[src/verilog/lincrypt_pkg.sv]
package lincrypt_pkg;

    // block geometry
    localparam int BLOCK_W  = 32;
    localparam int HALF_W   = BLOCK_W / 2;       // feistel half
    localparam int REGION_W = 24;                // fixed high plaintext bits
    localparam int LOW_W    = BLOCK_W - REGION_W; // swept low bits, 256 plaintexts
    localparam int CNT_W    = 9;                 // holds a full region count of 256
    localparam int ROUNDS   = 4;                 // also the pipeline depth

    // single 4-bit sbox, applied to every nibble of a half
    localparam logic [3:0] SBOX [16] = '{
        4'hC, 4'h5, 4'h6, 4'hB, 4'h9, 4'h0, 4'hA, 4'hD,
        4'h3, 4'hE, 4'hF, 4'h8, 4'h4, 4'h7, 4'h1, 4'h2
    };

    // round keys, index = round number
    localparam logic [HALF_W-1:0] ROUND_KEYS [ROUNDS] = '{
        16'h3A94, 16'hC15E, 16'h7D02, 16'hB6E8
    };

    // linear approximation under test
    localparam logic [BLOCK_W-1:0] MASK_IN  = 32'h0004_0083; // plaintext side
    localparam logic [BLOCK_W-1:0] MASK_OUT = 32'h2100_0800; // ciphertext side

    // left is the high half, as in des
    typedef struct packed {
        logic [HALF_W-1:0] left;
        logic [HALF_W-1:0] right;
    } halves_t;

    // one block seen as a flat word (masks, ports) or as two halves (rounds)
    typedef union packed {
        logic [BLOCK_W-1:0] word;
        halves_t            halves;
    } block_u;

    // fsm to datapath
    typedef struct packed {
        logic start_msg;  // load region, restart the plaintext sweep
        logic pause;      // global stall, every stateful block holds
    } sweep_ctrl_t;

    // datapath back to fsm
    typedef struct packed {
        logic gen_done;   // last plaintext issued this cycle
        logic out_valid;  // pipeline output holds a ciphertext
    } pipe_stat_t;

endpackage

[src/verilog/region_counter.sv]
`timescale 1ns/1ps

module region_counter (
    input  logic                             clk,
    input  logic                             rst_n,
    input  logic                             restart_block,
    input  lincrypt_pkg::sweep_ctrl_t        ctrl,
    input  logic [lincrypt_pkg::REGION_W-1:0] region_select,
    output lincrypt_pkg::block_u             msg,
    output logic                             msg_valid,
    output logic                             gen_done
);
    import lincrypt_pkg::*;

    logic [REGION_W-1:0] region_q;  // high bits, fixed for the whole sweep
    logic [LOW_W-1:0]    step_q;    // low bits, walks 0 .. 255
    logic                valid_q;
    logic                last_step;

    assign last_step = (step_q == {LOW_W{1'b1}});

    // high plaintext bits captured on start
    always_ff @(posedge clk) begin
        if (ctrl.start_msg) begin
            region_q <= region_select;
        end
    end

    always_ff @(posedge clk) begin
        if (!rst_n || restart_block) begin
            valid_q <= 1'b0;
            step_q  <= '0;
        end else if (ctrl.start_msg) begin
            valid_q <= 1'b1;                // region:0 valid from next cycle
            step_q  <= '0;
        end else if (!ctrl.pause && valid_q) begin
            step_q <= step_q + 1'b1;        // next plaintext on every advancing cycle
            if (last_step) begin
                valid_q <= 1'b0;            // region:255 just went out
            end
        end
    end

    // the plaintext word is simply region concatenated with the step
    assign msg.word  = {region_q, step_q};
    assign msg_valid = valid_q;

    // pulse only in the cycle the last plaintext is accepted downstream
    assign gen_done = valid_q && !ctrl.pause && last_step;

endmodule

[src/verilog/feistel_pipe.sv]
`timescale 1ns/1ps

module feistel_pipe (
    input  logic                 clk,
    input  logic                 rst_n,
    input  logic                 restart_block,
    input  logic                 pause,
    input  lincrypt_pkg::block_u in_blk,
    input  logic                 in_valid,
    output lincrypt_pkg::block_u out_blk,
    output logic                 out_valid
);
    import lincrypt_pkg::*;

    block_u            rnd_in  [ROUNDS];  // round inputs, chained from previous stage
    block_u            rnd_out [ROUNDS];  // combinational round results
    block_u            stage_q [ROUNDS];  // one register per round
    logic [ROUNDS-1:0] valid_q;           // valid bit travels with each stage

    // keyed round function
    // key mix, nibble-wise sbox, then rotate left by 3
    function automatic logic [HALF_W-1:0] round_f(
        input logic [HALF_W-1:0] half,
        input logic [HALF_W-1:0] key
    );
        logic [HALF_W-1:0] mixed;
        logic [HALF_W-1:0] subst;
        mixed = half ^ key;
        for (int n = 0; n < HALF_W / 4; n++) begin
            subst[n*4 +: 4] = SBOX[mixed[n*4 +: 4]];
        end
        return {subst[HALF_W-4:0], subst[HALF_W-1:HALF_W-3]};
    endfunction

    assign rnd_in[0] = in_blk;

    for (genvar r = 0; r < ROUNDS; r++) begin : g_round
        if (r > 0) begin : g_chain
            assign rnd_in[r] = stage_q[r-1];
        end
        // L' = R, R' = L ^ F(R, K)
        assign rnd_out[r].halves = '{
            left:  rnd_in[r].halves.right,
            right: rnd_in[r].halves.left ^ round_f(rnd_in[r].halves.right, ROUND_KEYS[r])
        };
    end

    // data stages move together whenever the pipeline is not paused
    always_ff @(posedge clk) begin
        if (!pause) begin
            for (int r = 0; r < ROUNDS; r++) begin
                stage_q[r] <= rnd_out[r];
            end
        end
    end

    always_ff @(posedge clk) begin
        if (!rst_n || restart_block) begin
            valid_q <= '0;
        end else if (!pause) begin
            valid_q <= {valid_q[ROUNDS-2:0], in_valid}; // bubbles move through too
        end
    end

    // last round feeds the output directly with no final swap
    assign out_blk   = stage_q[ROUNDS-1];
    assign out_valid = valid_q[ROUNDS-1];

endmodule

[src/verilog/bias_accumulator.sv]
`timescale 1ns/1ps

module bias_accumulator (
    input  logic                          clk,
    input  logic                          rst_n,
    input  logic                          restart_block,
    input  logic                          pause,
    input  lincrypt_pkg::block_u          msg,
    input  logic                          msg_valid,
    input  lincrypt_pkg::block_u          ct,
    input  logic                          ct_valid,
    output logic [lincrypt_pkg::CNT_W-1:0] counter
);
    import lincrypt_pkg::*;

    logic [ROUNDS-1:0] par_q;    // input parity, delayed like the cipher stages
    logic [CNT_W-1:0]  cnt_q;
    logic              in_par;
    logic              out_par;
    logic              hit;      // approximation fails for this pair
    logic              count_en; // ciphertext leaves the pipeline now

    assign in_par  = ^(msg.word & MASK_IN);
    assign out_par = ^(ct.word & MASK_OUT);

    // same shift condition as the feistel stages so the bits stay aligned
    // with their ciphertexts, bubbles carry zero
    always_ff @(posedge clk) begin
        if (!pause) begin
            par_q <= {par_q[ROUNDS-2:0], in_par & msg_valid};
        end
    end

    assign count_en = ct_valid && !pause;
    assign hit      = par_q[ROUNDS-1] ^ out_par;

    always_ff @(posedge clk) begin
        if (!rst_n || restart_block) begin
            cnt_q <= '0;
        end else if (count_en && hit) begin
            cnt_q <= cnt_q + 1'b1;  // 256 max, fits CNT_W
        end
    end

    assign counter = cnt_q;

endmodule

[src/verilog/sweep_fsm.sv]
`timescale 1ns/1ps

module sweep_fsm (
    input  logic                      clk,
    input  logic                      rst_n,
    input  logic                      restart_block,
    input  logic                      start,
    input  logic                      test_enabled,
    input  logic                      test_advance,
    input  lincrypt_pkg::pipe_stat_t  stat,
    output lincrypt_pkg::sweep_ctrl_t ctrl,
    output logic                      done,
    output logic                      test_data_valid
);
    import lincrypt_pkg::*;

    typedef enum logic [2:0] {
        idle,
        working,    // generator issuing plaintexts
        draining,   // generator finished, pipeline emptying
        finished,
        test_fill,  // run until a ciphertext shows up
        test_hold,  // ciphertext frozen for the host
        test_step   // one advancing cycle
    } state_t;

    state_t state_q;
    state_t state_d;

    always_ff @(posedge clk) begin
        if (!rst_n || restart_block) begin
            state_q <= idle;
        end else begin
            state_q <= state_d;
        end
    end

    always_comb begin
        state_d = state_q;
        case (state_q)
            idle: begin
                if (start) begin
                    state_d = test_enabled ? test_fill : working;
                end
            end
            working:   if (stat.gen_done) state_d = draining;
            draining:  if (!stat.out_valid) state_d = finished;
            finished:  state_d = finished;               // only restart_block leaves
            test_fill: begin
                if (!test_enabled) state_d = idle;
                else if (stat.out_valid) state_d = test_hold;
            end
            test_hold: begin
                if (!test_enabled) state_d = idle;
                else if (test_advance) state_d = test_step;
            end
            test_step: state_d = test_enabled ? test_fill : idle;
            default:   state_d = idle;
        endcase
    end

    // pause is combinational so a fresh test ciphertext freezes in the cycle it appears
    always_comb begin
        ctrl.start_msg = (state_q == idle) && start;
        case (state_q)
            working, draining, test_step: ctrl.pause = 1'b0;
            test_fill:                    ctrl.pause = stat.out_valid;
            default:                      ctrl.pause = 1'b1;  // idle, finished, test_hold
        endcase
    end

    assign done            = (state_q == finished);
    assign test_data_valid = (state_q == test_hold);

endmodule

[src/verilog/lincrypt_block.sv]
`timescale 1ns/1ps

module lincrypt_block (
    input  logic                              clk,
    input  logic                              rst_n,
    input  logic                              start,
    input  logic                              restart_block,
    input  logic                              test_enabled,
    input  logic                              test_advance,
    input  logic [lincrypt_pkg::REGION_W-1:0] region_select,
    output logic                              done,
    output logic                              test_data_valid,
    output logic [lincrypt_pkg::CNT_W-1:0]    counter,
    output lincrypt_pkg::block_u              ciphertext_out
);
    import lincrypt_pkg::*;

    sweep_ctrl_t ctrl;
    pipe_stat_t  stat;
    block_u      msg;
    block_u      ct;
    logic        msg_valid;
    logic        gen_done;
    logic        out_valid;
    logic        sweep_clear;  // restart, or a new sweep starting

    // each sweep begins with an empty pipeline and a zero count
    assign sweep_clear = restart_block | ctrl.start_msg;

    assign stat.gen_done  = gen_done;
    assign stat.out_valid = out_valid;

    sweep_fsm u_fsm (
        .clk(clk), .rst_n(rst_n), .restart_block(restart_block),
        .start(start), .test_enabled(test_enabled), .test_advance(test_advance),
        .stat(stat), .ctrl(ctrl), .done(done), .test_data_valid(test_data_valid)
    );

    region_counter u_gen (
        .clk(clk), .rst_n(rst_n), .restart_block(restart_block),
        .ctrl(ctrl), .region_select(region_select),
        .msg(msg), .msg_valid(msg_valid), .gen_done(gen_done)
    );

    feistel_pipe u_pipe (
        .clk(clk), .rst_n(rst_n), .restart_block(sweep_clear), .pause(ctrl.pause),
        .in_blk(msg), .in_valid(msg_valid), .out_blk(ct), .out_valid(out_valid)
    );

    bias_accumulator u_acc (
        .clk(clk), .rst_n(rst_n), .restart_block(sweep_clear), .pause(ctrl.pause),
        .msg(msg), .msg_valid(msg_valid), .ct(ct), .ct_valid(out_valid),
        .counter(counter)
    );

    assign ciphertext_out = ct;  // host checks this in test mode

endmodule

[config.mk]
export PLATFORM = sky130hd
export DESIGN_NAME = lincrypt_block
export DESIGN_NICKNAME = d
export VERILOG_FILES = /design/src/verilog/lincrypt_pkg.sv /design/src/verilog/region_counter.sv /design/src/verilog/feistel_pipe.sv /design/src/verilog/bias_accumulator.sv /design/src/verilog/sweep_fsm.sv /design/src/verilog/lincrypt_block.sv
export SDC_FILE = /design/constraint.sdc
export NUM_CORES = 1
export LEC_CHECK = 0
export BUFFER_PORTS_ARGS = -buffer_cell sky130_fd_sc_hd__buf_2
export CORE_MARGIN = 1.5
export CORE_UTILIZATION = 45
export DETAILED_ROUTE_END_ITERATION = 12
export PLACE_DENSITY = 0.68
export SLEW_MARGIN = 25
export SYNTH_ARGS = -nofsm -noshare
export SYNTH_HDL_FRONTEND = slang
export SYNTH_SLANG_ARGS = --single-unit
[constraint.sdc]
create_clock -name clk -period 8.35 [get_ports clk]
set_clock_uncertainty 0.05 [all_clocks]
set_input_delay 2.505 -clock clk [delete_from_list [all_inputs] [get_ports clk]]
set_output_delay 2.505 -clock clk [all_outputs]
set_load 0.1 [all_outputs]
==> metrics.cfg, run 1 <==
[clocking]
cts_resized = 0
cts_sinks = 181
cts.clk_slew.worst_paths_ns = 0.06
clockBufferDepth = 2
clk_latency_ns = 0.43
cts_root_buf = clkbuf_16
ctsHoldBuffers = 0
htree_levels = 4
cts_buffers = 17
cts_tree = yes
postCtsSetupRepairBufs = 0

[sta]
tightest_slew_ns = 0.979
fin_setup_tns_ns = 0
setup_viol = 0
slew_headroom_pct = 34.7
fmax_mhz = 225
slew_viol_final = 0
whs_ns = 0.376
rsz0062_at_grt = false
final-hold-violation-count = 0
fin_crit_sh_pct = 53.2
min_period_ns = 4.44

[setup_path]
cp-start-kind = flip-flop
cp.arrival_ns = 1.89
r2r_end = u_pipe.stage_q[3][0]$_DFFE_PN_
worstSetupPathType = reg -> out
reg2reg_setup_slack_ns = 5.18
cp_max_fo = 13
cp_data_required_time_ns = 5.80
reg2reg_from = u_fsm.state_q[0]$_SDFFE_PP0P_
critPathCaptureType = output port
startpoint = u_fsm.state_q[1]$_SDFFE_PP0P_
reg2reg_depth = 4

[logic_synthesis]
ys_top_cells_by_area = edfxtp_1 (50%), ha_1 (12%), mux4_2 (6.0%)
synth_edf_count = 156
ys_ff_latch = 181
syn_inst = 724
netlist.area_leader.share_pct = 49.7
ys_warn_count = 0
netlist_area_mm2 = 0.00943
yosys.area.top_type = edfxtp_1
ys_types = 48
synth_commonest_cells = edfxtp_1 (156), ha_1 (89), inv_1 (64)
ys_async_sr_fraction_pct = 0
synth_area_per_cell_um2 = 13.0
synth_nets = 843
synth-main-ff-cell = edfxtp_1
ys_seq_area_share_pct = 55.0
synth_most_common_cell = edfxtp_1

[layout]
final_layout_size_suffix_gt1_share_pct = 16.8
syn2layout_area_growth_pct = 12.7
antennaDiodeCount = 0
nFillCells = 1770
ff_latch_area_mm2 = 0.00518
instances_no_fill = 1075
multi_input_area_mm2 = 0.00389
final_util_pct = 52.0
nets = 911

[place]
port_buffers = 72
dp.cells = 1043
dp_hpwl_um = 10600
gp_congestion = 0.760

[global_route]
grt_remaining_overflow = 0
antenna_found_initial = 0
grt_max_degree = 82
track_usage_pct = 14.2
grt_pass1_wl_um = 24300
grt_pass1_vias = 4979

[die]
rows = 52
core_region_area_mm2 = 0.0204
start_util_pct = 46.2
dieArea_mm2 = 0.0218
die_y_um = 148
die_width_um = 148
pin_count = 73

[detailed_routing]
avgViaCountPerCell = 4.95
drt_wl_total_um = 14900
drc = 0
drtIter0Drc = 297
antenna_left = 0
vias = 5316
wire_per_inst_um = 13.9
drt-pass1-iter-count = 4

[job]
drv_cap = 0

[power_and_ir_drop]
leakagePower_nw = 4.06
peakVddDrop_mv = 0.143
power.density_mw_per_mm2 = 209

[hold_path]
hold_end = u_acc.par_q[2]$_DFFE_PN_
holdCritPathClass = reg -> reg
min_from = u_acc.par_q[1]$_DFFE_PN_
worstHoldPathCells = 0

[status]
status = complete, no violations

## per-layer routing
| metal | share of wire [%] | GRT usage, % |
|---|---|---|
| met3 | 3.2 | 3.30 |
| met4 | 1.2 | 5.40 |
| met2 | 49 | 23.8 |
| met1 | 46 | 18.0 |
| met5 | 0 | 0 |
## worst max-delay path: stages, from the launching register on
cell	delay (ns)
dfxtp_1	0.62
inv_1	0.19
nor3_1	0.20
buf_2	0.45
## final cells by class
class / count / area share, %
Inverter: 64 / 2.28
Clock buffer: 17 / 4.00
Multi-Input combinational cell: 455 / 36.6
Timing Repair Buffer: 73 / 3.46
Tap cell: 270 / 3.18
Clock inverter: 15 / 1.65
Sequential cell: 181 / 48.8
## placed cells by master, fill, tap and decap left out, types with 3 or more instances in the layout
| cell type | count |
|---|---|
| nor2b_1 | 5 |
| nor2_1 | 48 |
| xor2_1 | 32 |
| edfxtp_1 | 156 |
| o211ai_1 | 9 |
| dfxtp_1 | 25 |
| or4_1 | 5 |
| or3_1 | 3 |
| nor3_1 | 6 |
| inv_6 | 6 |
| nand4_1 | 4 |
| a22oi_1 | 5 |
| nand2_1 | 39 |
| a211oi_1 | 7 |
| clkbuf_16 | 17 |
| buf_2 | 72 |
| bufinv_16 | 3 |
| a21oi_1 | 28 |
| ha_1 | 89 |
| xnor2_1 | 59 |
| o31ai_1 | 3 |
| nand3_1 | 7 |
| mux4_2 | 25 |
| inv_1 | 63 |
| mux2i_1 | 15 |
| o21ai_0 | 40 |
## worst max path at each step
| stage | endpoint | slack, ns |
|---|---|---|
| detailed placement | u_acc.counter[1]$_SDFFE_PP0P_ | 4.20 |
| CTS | done | 3.90 |
| finish | done | 3.91 |
| global placement | u_gen.step_q[2]$_SDFFE_PP0P_ | 4.27 |
| floorplan | done | 3.18 |
| global route | done | 3.81 |
## where the power goes
part	total, W	leakage, nW	internal, W	switching [W]
Sequential	0.00111	1.65	0.00106	0.0000519
Clock	0.000811	0.290	0.000473	0.000337
Combinational	0.000296	2.12	0.000111	0.000184
## kinds of logic (layout without fill, tap and decap cells)
group,after synthesis,after routing,share of synthesized area [%]
and+or+nand+nor,128,128,6.37
xor gates and xnor gates,92,92,8.62
DFF,181,181,55.0
adders and majority gates,89,89,11.8
buffers and inverters,88,169,3.74
AOI/OAI and AO/OA,105,105,6.82
muxes,41,41,7.68
## flip-flops by register name (all words and copies together) (netlist names)
name and count:
u_acc.counter 9, u_acc.par_q 4, u_fsm.state_q 3, u_gen.msg_valid 1
u_gen.region_q 24, u_gen.step_q 8, u_pipe.stage_q 128, u_pipe.valid_q 4
## metrics by stage
| step | power [W] | area, µm² | worst slack, ns |
|---|---|---|---|
| 2_1_floorplan | 0.00137 | 9430 | 3.18 |
| 3_3_place_gp | 0.00143 | 10000 | 4.27 |
| 3_5_place_dp | 0.00143 | 10000 | 4.20 |
| 4_1_cts | 0.00225 | 10600 | 3.90 |
| 5_1_grt | 0.00231 | 10600 | 3.81 |
| 6_report | 0.00222 | 10600 | 3.91 |
(Power assumes the default switching activity.)
==> run 2: changes to the inputs <==
--- a/config.mk
+++ b/config.mk
@@ -5,11 +5,12 @@
 export SDC_FILE = /design/constraint.sdc
 export NUM_CORES = 1
 export LEC_CHECK = 0
+export ABC_AREA = 1
 export BUFFER_PORTS_ARGS = -buffer_cell sky130_fd_sc_hd__buf_2
 export CORE_MARGIN = 1.5
 export CORE_UTILIZATION = 45
 export DETAILED_ROUTE_END_ITERATION = 12
-export PLACE_DENSITY = 0.68
+export PLACE_DENSITY = 0.7
 export SLEW_MARGIN = 25
 export SYNTH_ARGS = -nofsm -noshare
 export SYNTH_HDL_FRONTEND = slang
==> constraint.sdc (replaced) <==
create_clock -name clk -period 4 [get_ports clk]
set_clock_uncertainty 0.05 [all_clocks]
set_input_delay 1.2 -clock clk [delete_from_list [all_inputs] [get_ports clk]]
set_output_delay 1.2 -clock clk [all_outputs]
set_load 0.1 [all_outputs]
==> run 2 against run 1 <==
Net effect: critical path depth did not move; register-to-register slack got worse by 3.3 ns; synthesized area rose by 0.52%; clock-buffer cell count did not move; largest power group unchanged.
==> metrics.cfg, run 2 <==
[setup_path]
r2r_end = u_pipe.stage_q[3][4]$_DFFE_PN_
cp_num_cells = 3  ; unchanged
critPathSlowestCell = dfxtp_1
cp.arrival_ns = 1.69  ; -0.20 ns
max_stage_delay_ns = 0.47  ; -0.15 ns
cp_max_fo = 9  ; -4
critPathCaptureType = output port
reg2reg_from = u_fsm.state_q[2]$_SDFFE_PP0P_
path_buf_inv = 2  ; unchanged
cp_data_required_time_ns = 2.75  ; -3.05 ns
reg2reg_depth = 5  ; +1
worstSetupPathType = reg -> out
path_cells = inv_1, nor3_1, buf_2
startpoint = u_fsm.state_q[1]$_SDFFE_PP0P_
cp-start-kind = flip-flop
critPathCapture = done
crit_family = buffers and inverters
reg2reg_setup_slack_ns = 1.89  ; -3.29 ns

[clocking]
cts_root_buf = clkbuf_16
cts_buffers = 17  ; unchanged
cts.clk_slew.worst_paths_ns = 0.07  ; about the same
htree_levels = 4  ; unchanged
cts_sinks = 181  ; unchanged
cts_resized = 0  ; unchanged
ctsHoldBuffers = 0  ; unchanged
clk_latency_ns = 0.43  ; about the same
postCtsSetupRepairBufs = 0  ; unchanged
clockBufferDepth = 2  ; unchanged
cts_tree = yes

[die]
pin_count = 73  ; unchanged
rows = 52  ; unchanged
core_region_area_mm2 = 0.0204  ; unchanged
dieArea_mm2 = 0.0219  ; +0.51%
start_util_pct = 46.4  ; +0.24 points
die_width_um = 148  ; +0.25%
die_y_um = 148  ; +0.25%

[global_route]
track_usage_pct = 14.5  ; +0.31 points
grt_remaining_overflow = 0  ; unchanged
antenna_found_initial = 1  ; +1
grt_pass1_vias = 5435  ; +9.2%
grt_pass1_wl_um = 25300  ; +4.0%
grt_max_degree = 59  ; -28%

[logic_synthesis]
ys_ff_latch = 181  ; unchanged
synth_area_per_cell_um2 = 11.0  ; -16%
ys_async_sr_fraction_pct = 0  ; unchanged
ys_seq_area_share_pct = 54.7  ; -0.28 points
ys_warn_count = 0  ; unchanged
synth_most_common_cell = edfxtp_1
synth_commonest_cells = edfxtp_1 (156), o21ai_0 (111), nand2_1 (106)
netlist_area_mm2 = 0.00948  ; +0.52%
netlist.area_leader.share_pct = 49.4  ; -0.26 points
synth-main-ff-cell = edfxtp_1
synth_nets = 984  ; +17%
ys_top_cells_by_area = edfxtp_1 (49%), ha_1 (12%), o21ai_0 (5.9%)
syn_inst = 865  ; +19%
yosys.area.top_type = edfxtp_1
ys_types = 39  ; -19%
synth_edf_count = 156  ; unchanged

[place]
dp.cells = 1197  ; +15%
dp_hpwl_um = 11000  ; +4.1%
dp_worst_setup_slack_ns = 1.38  ; -2.82 ns
gp_congestion = 0.854  ; +12%
port_buffers = 72  ; unchanged

[power_and_ir_drop]
clockPowerShare_pct = 28.7  ; -7.8 points
power_switching_w = 0.00185  ; +220%
power.density_mw_per_mm2 = 512  ; +150%
peakVddDrop_mv = 0.311  ; +120%
swShare_pct = 33.9  ; +8.0 points
power_w = 0.00547  ; +150%
seq_power_share_pct = 47.7  ; -2.4 points
p_int_w = 0.00362  ; +120%
leakagePower_nw = 4.29  ; +5.9%
combPwrFrac_pct = 23.6  ; +10 points

[layout]
final_layout_size_suffix_gt1_share_pct = 14.0  ; -2.8 points
nets = 1065  ; +17%
syn2layout_area_growth_pct = 12.8  ; about the same
instances_no_fill = 1229  ; +14%
regMostFlops = u_pipe.stage_q
largest_reg_flops = 128  ; unchanged
final_util_pct = 52.3  ; +0.31 points
antennaDiodeCount = 0  ; unchanged
layout_commonest_cell = edfxtp_1
mostFrequentLayoutCells = edfxtp_1 (156), o21ai_0 (111), nand2_1 (106)

[detailed_routing]
drtIter0Drc = 318  ; +7.1%
drc = 0  ; unchanged
wire_per_inst_um = 12.4  ; -11%
avgViaCountPerCell = 4.88  ; -1.4%
vias = 5993  ; +13%
drt-pass1-iter-count = 5  ; +1
antenna_left = 0  ; unchanged
drt_wl_total_um = 15200  ; +1.7%

[sta]
fin_crit_sh_pct = 73.4
slew_headroom_pct = 46.6  ; +12 points
min_period_ns = 2.94
slew_viol_final = 0  ; unchanged
tightest_slew_ns = 0.796  ; -0.183 ns
fmax_mhz = 340
final-hold-violation-count = 0  ; unchanged
final.setup.worst_slack_ns = 1.06  ; -2.84 ns
fin_setup_tns_ns = 0  ; unchanged
setup_viol = 0  ; unchanged
rsz0062_at_grt = false

[status]
status = complete, no violations

[job]
drv_cap = 0  ; unchanged

[hold_path]
holdCritPathClass = reg -> reg

==> run 2: per-layer routing <==
| layer | wire [µm] | up-vias | GRT usage, % |
|---|---|---|---|
| met5 | 13 | - | 0 |
| li1 | - | 3145 | - |
| met2 | 7390 | 109 | 24.6 |
| met3 | 520 | 19 | 3.19 |
| met4 | 221 | 2 | 5.59 |
| met1 | 7040 | 2718 | 18.2 |
==> run 2: cells by family (layout without fill, tap and decap cells) <==
family / Yosys count / in the layout / synth area share [%]
AO/OA/AOI/OAI: 198 / 198 / 11.4
AND/OR/NAND/NOR: 200 / 200 / 9.36
adder cells (fa/ha/maj): 89 / 89 / 11.7
XOR/XNOR: 86 / 86 / 8.02
buffers and inverters: 111 / 205 / 4.80
flip-flops: 181 / 181 / 54.7
==> run 2: worst min path at each step <==
| stage | slack, ns | to | cells after the start | from |
|---|---|---|---|---|
| global placement | 0.35 | u_acc.par_q[3]$_DFFE_PN_ | 0 | u_acc.par_q[2]$_DFFE_PN_ |
| floorplan | 0.35 | u_acc.par_q[1]$_DFFE_PN_ | 0 | u_acc.par_q[0]$_DFFE_PN_ |
| detailed placement | 0.35 | u_acc.par_q[3]$_DFFE_PN_ | 0 | u_acc.par_q[2]$_DFFE_PN_ |
| global route | 0.38 | u_acc.par_q[3]$_DFFE_PN_ | 0 | u_acc.par_q[2]$_DFFE_PN_ |
| finish | 0.37 | u_acc.par_q[3]$_DFFE_PN_ | 0 | u_acc.par_q[2]$_DFFE_PN_ |
| CTS | 0.37 | u_acc.par_q[3]$_DFFE_PN_ | 0 | u_acc.par_q[2]$_DFFE_PN_ |
==> run 2: final cells by class <==
class,instances,area (µm²)
fillers,1772,9740
flip-flops and latches,181,5180
multi-input cells,573,3840
clock buffers,17,425
repair buffers,76,390
inverters,97,374
well taps,270,338
clock inverters,15,138
==> run 2: power by group through the flow <==
stage               registers [W]  logic (W)  clock network [W]
global route              0.00265    0.00144            0.00168
finish                    0.00261    0.00129            0.00157
detailed placement        0.00266    0.00130                  0
CTS                       0.00262    0.00130            0.00161
global placement          0.00265    0.00128                  0
floorplan                 0.00296   0.000726                  0
==> run 2: through the flow <==
stage | hold WS, ns | instance area [µm²]
final | 0.371 | 10700
after global placement | 0.353 | 10100
after floorplan | 0.350 | 9480
after global routing | 0.375 | 10700
after CTS | 0.370 | 10700
after detailed placement | 0.355 | 10100
==> run 3: changes to the inputs <==
==> constraint.sdc (replaced) <==
create_clock -name clk -period 2.54 [get_ports clk]
set_clock_uncertainty 0.05 [all_clocks]
set_input_delay 0.762 -clock clk [delete_from_list [all_inputs] [get_ports clk]]
set_output_delay 0.762 -clock clk [all_outputs]
set_load 0.1 [all_outputs]
==> run 3 against run 2 <==
Net effect: sequential share of layout area down 0.50 points; first-iteration DRC count is 51% higher; global-route usage rose by 0.12 points; largest cell class unchanged; clock power rose by 68%; critical path type unchanged; combinational power grew 61%.
==> metrics.cfg, run 3 (synthesis gave the netlist of run 2 again) <==
[detailed_routing]
drt-pass1-iter-count = 6  ; +1
drc = 0  ; unchanged
drtIter0Drc = 480  ; +51%
avgViaCountPerCell = 4.94  ; +1.3%
antenna_left = 0  ; unchanged
vias = 6073  ; +1.3%
drt_wl_total_um = 15400  ; +1.3%
wire_per_inst_um = 12.5  ; +1.2%

[sta]
tightest_slew_ns = 0.584  ; -0.212 ns
fmax_mhz = 425
fin_setup_tns_ns = 0  ; unchanged
final-hold-violation-count = 0  ; unchanged
min_period_ns = 2.35
slew_viol_final = 0  ; unchanged
rsz0062_at_grt = false
fin_crit_sh_pct = 92.6
whs_ns = 0.369  ; -0.00240 ns
setup_viol = 0  ; unchanged
slew_headroom_pct = 60.8  ; +14 points

[clocking]
postCtsSetupRepairBufs = 0  ; unchanged
cts_tree = yes
clockBufferDepth = 2  ; unchanged
cts_root_buf = clkbuf_16
cts.clk_slew.worst_paths_ns = 0.07  ; about the same
htree_levels = 4  ; unchanged
ctsHoldBuffers = 0  ; unchanged
clk_latency_ns = 0.43  ; about the same
cts_sinks = 181  ; unchanged
cts_buffers = 17  ; unchanged
cts_resized = 0  ; unchanged

[die]
rows = 52  ; unchanged
core_region_area_mm2 = 0.0204  ; unchanged
die_y_um = 148  ; unchanged
dieArea_mm2 = 0.0219  ; unchanged
die_width_um = 148  ; unchanged
pin_count = 73  ; unchanged
start_util_pct = 46.4  ; unchanged

[status]
status = complete, no violations

[setup_path]
cp-start-kind = flip-flop
startpoint = u_fsm.state_q[0]$_SDFFE_PP0P_
critPathCapture = test_data_valid
reg2reg_setup_slack_ns = 0.66  ; -1.23 ns
cp.arrival_ns = 1.54  ; -0.15 ns
worstSetupPathType = reg -> out
reg2reg_depth = 6  ; +1
critPathSlowestCell = buf_2
path_cells = inv_2, nor2_1, nand2_1, inv_1, buf_2
cp_data_required_time_ns = 1.73  ; -1.02 ns
cp_max_fo = 6  ; -3
r2r_end = u_pipe.stage_q[0][3]$_DFFE_PN_
reg2reg_from = u_gen.step_q[0]$_SDFFE_PP0P_
max_stage_delay_ns = 0.42  ; -0.05 ns
critPathCaptureType = output port

[global_route]
antenna_found_initial = 0  ; -1
grt_pass1_wl_um = 25500  ; +0.65%
track_usage_pct = 14.7  ; +0.12 points
grt_max_degree = 51  ; -14%
grt_pass1_vias = 5445  ; +0.18%
grt_remaining_overflow = 0  ; unchanged

[layout]
multi_input_area_mm2 = 0.00386  ; +0.52%
final_layout_size_suffix_gt1_share_pct = 14.6  ; +0.61 points
post-route-cell-area_mm2 = 0.0108  ; +1.2%
layout_commonest_cell = edfxtp_1
nFillCells = 1753  ; -1.1%
regMostFlops = u_pipe.stage_q
nets = 1066  ; +0.094%
ff_latch_area_mm2 = 0.00519  ; +0.12%
antennaDiodeCount = 0  ; unchanged
mostFrequentLayoutCells = edfxtp_1 (156), o21ai_0 (111), nand2_1 (105)
largest_reg_flops = 128  ; unchanged
syn2layout_area_growth_pct = 14.1

[hold_path]
min_from = u_acc.par_q[0]$_DFFE_PN_
worstHoldPathCells = 0  ; unchanged
holdCritPathClass = reg -> reg

[power_and_ir_drop]
leakagePower_nw = 4.35  ; +1.3%
peakVddDrop_mv = 0.468  ; +51%
power_w = 0.00884  ; +62%
power.density_mw_per_mm2 = 817  ; +60%

[place]
port_buffers = 72  ; unchanged
post_dp_cell_area_mm2 = 0.0102  ; +0.75%
gp_congestion = 0.844  ; -1.2%
dp_hpwl_um = 10900  ; -0.83%

[job]
drv_cap = 0  ; unchanged

==> run 3: cell count changes in the layout (fill, tap and decap cells not counted), moves of 3 or more <==
| cell | before | now |
|---|---|---|
| clkbuf_16 | 17 | 22 |
| inv_6 | 7 | 0 |
| inv_4 | 0 | 3 |
| clkbuf_2 | 0 | 3 |
| buf_12 | 0 | 3 |
| dfxtp_1 | 25 | 22 |
==> run 3: power breakdown <==
group	total (W)	internal (W)	leakage [nW]	switching [W]
combinational	0.00208	0.000638	2.38	0.00144
sequential	0.00412	0.00380	1.67	0.000320
clock	0.00264	0.00158	0.310	0.00106
==> run 3: layout make-up <==
type	count	area share (%)
timing repair buffer	77	4.03
sequential	181	48.0
tap	270	3.12
clock inverter	4	0.231
clock buffer	28	5.43
multi-input combinational	573	35.7
inverter	97	3.50
==> run 3: through the flow <==
step	util, %	setup slack [ns]	std cells
after floorplan	-	-0.0297	865
after global placement	50.0	0.657	1198
after detailed placement	50.0	0.644	1198
after CTS	52.9	0.170	1230
after global routing	52.9	0.0757	1230
final	52.9	0.187	1230
==> run 3: worst max-delay path: cells and delay by family, from the launching register on <==
kind          cells  cell delay, ns
buf+inv           3            0.55
flops             1            0.39
simple gates      2            0.17
==> run 3: worst min path at each step <==
| stage | end | slack [ns] |
|---|---|---|
| 6_report | u_acc.par_q[1]$_DFFE_PN_ | 0.37 |
| 5_1_grt | u_acc.par_q[1]$_DFFE_PN_ | 0.38 |
| 2_1_floorplan | u_acc.par_q[1]$_DFFE_PN_ | 0.35 |
| 4_1_cts | u_acc.par_q[1]$_DFFE_PN_ | 0.37 |
| 3_3_place_gp | u_acc.par_q[2]$_DFFE_PN_ | 0.35 |
| 3_5_place_dp | u_acc.par_q[1]$_DFFE_PN_ | 0.35 |
==> run 3: layer usage <==
layer	global-route usage, %	vias up	share of wire [%]
li1	-	3140	-
met1	18.8	2796	47
met2	23.7	118	47
met3	3.50	19	4.1
met4	6.39	0	2.0
met5	0	-	0
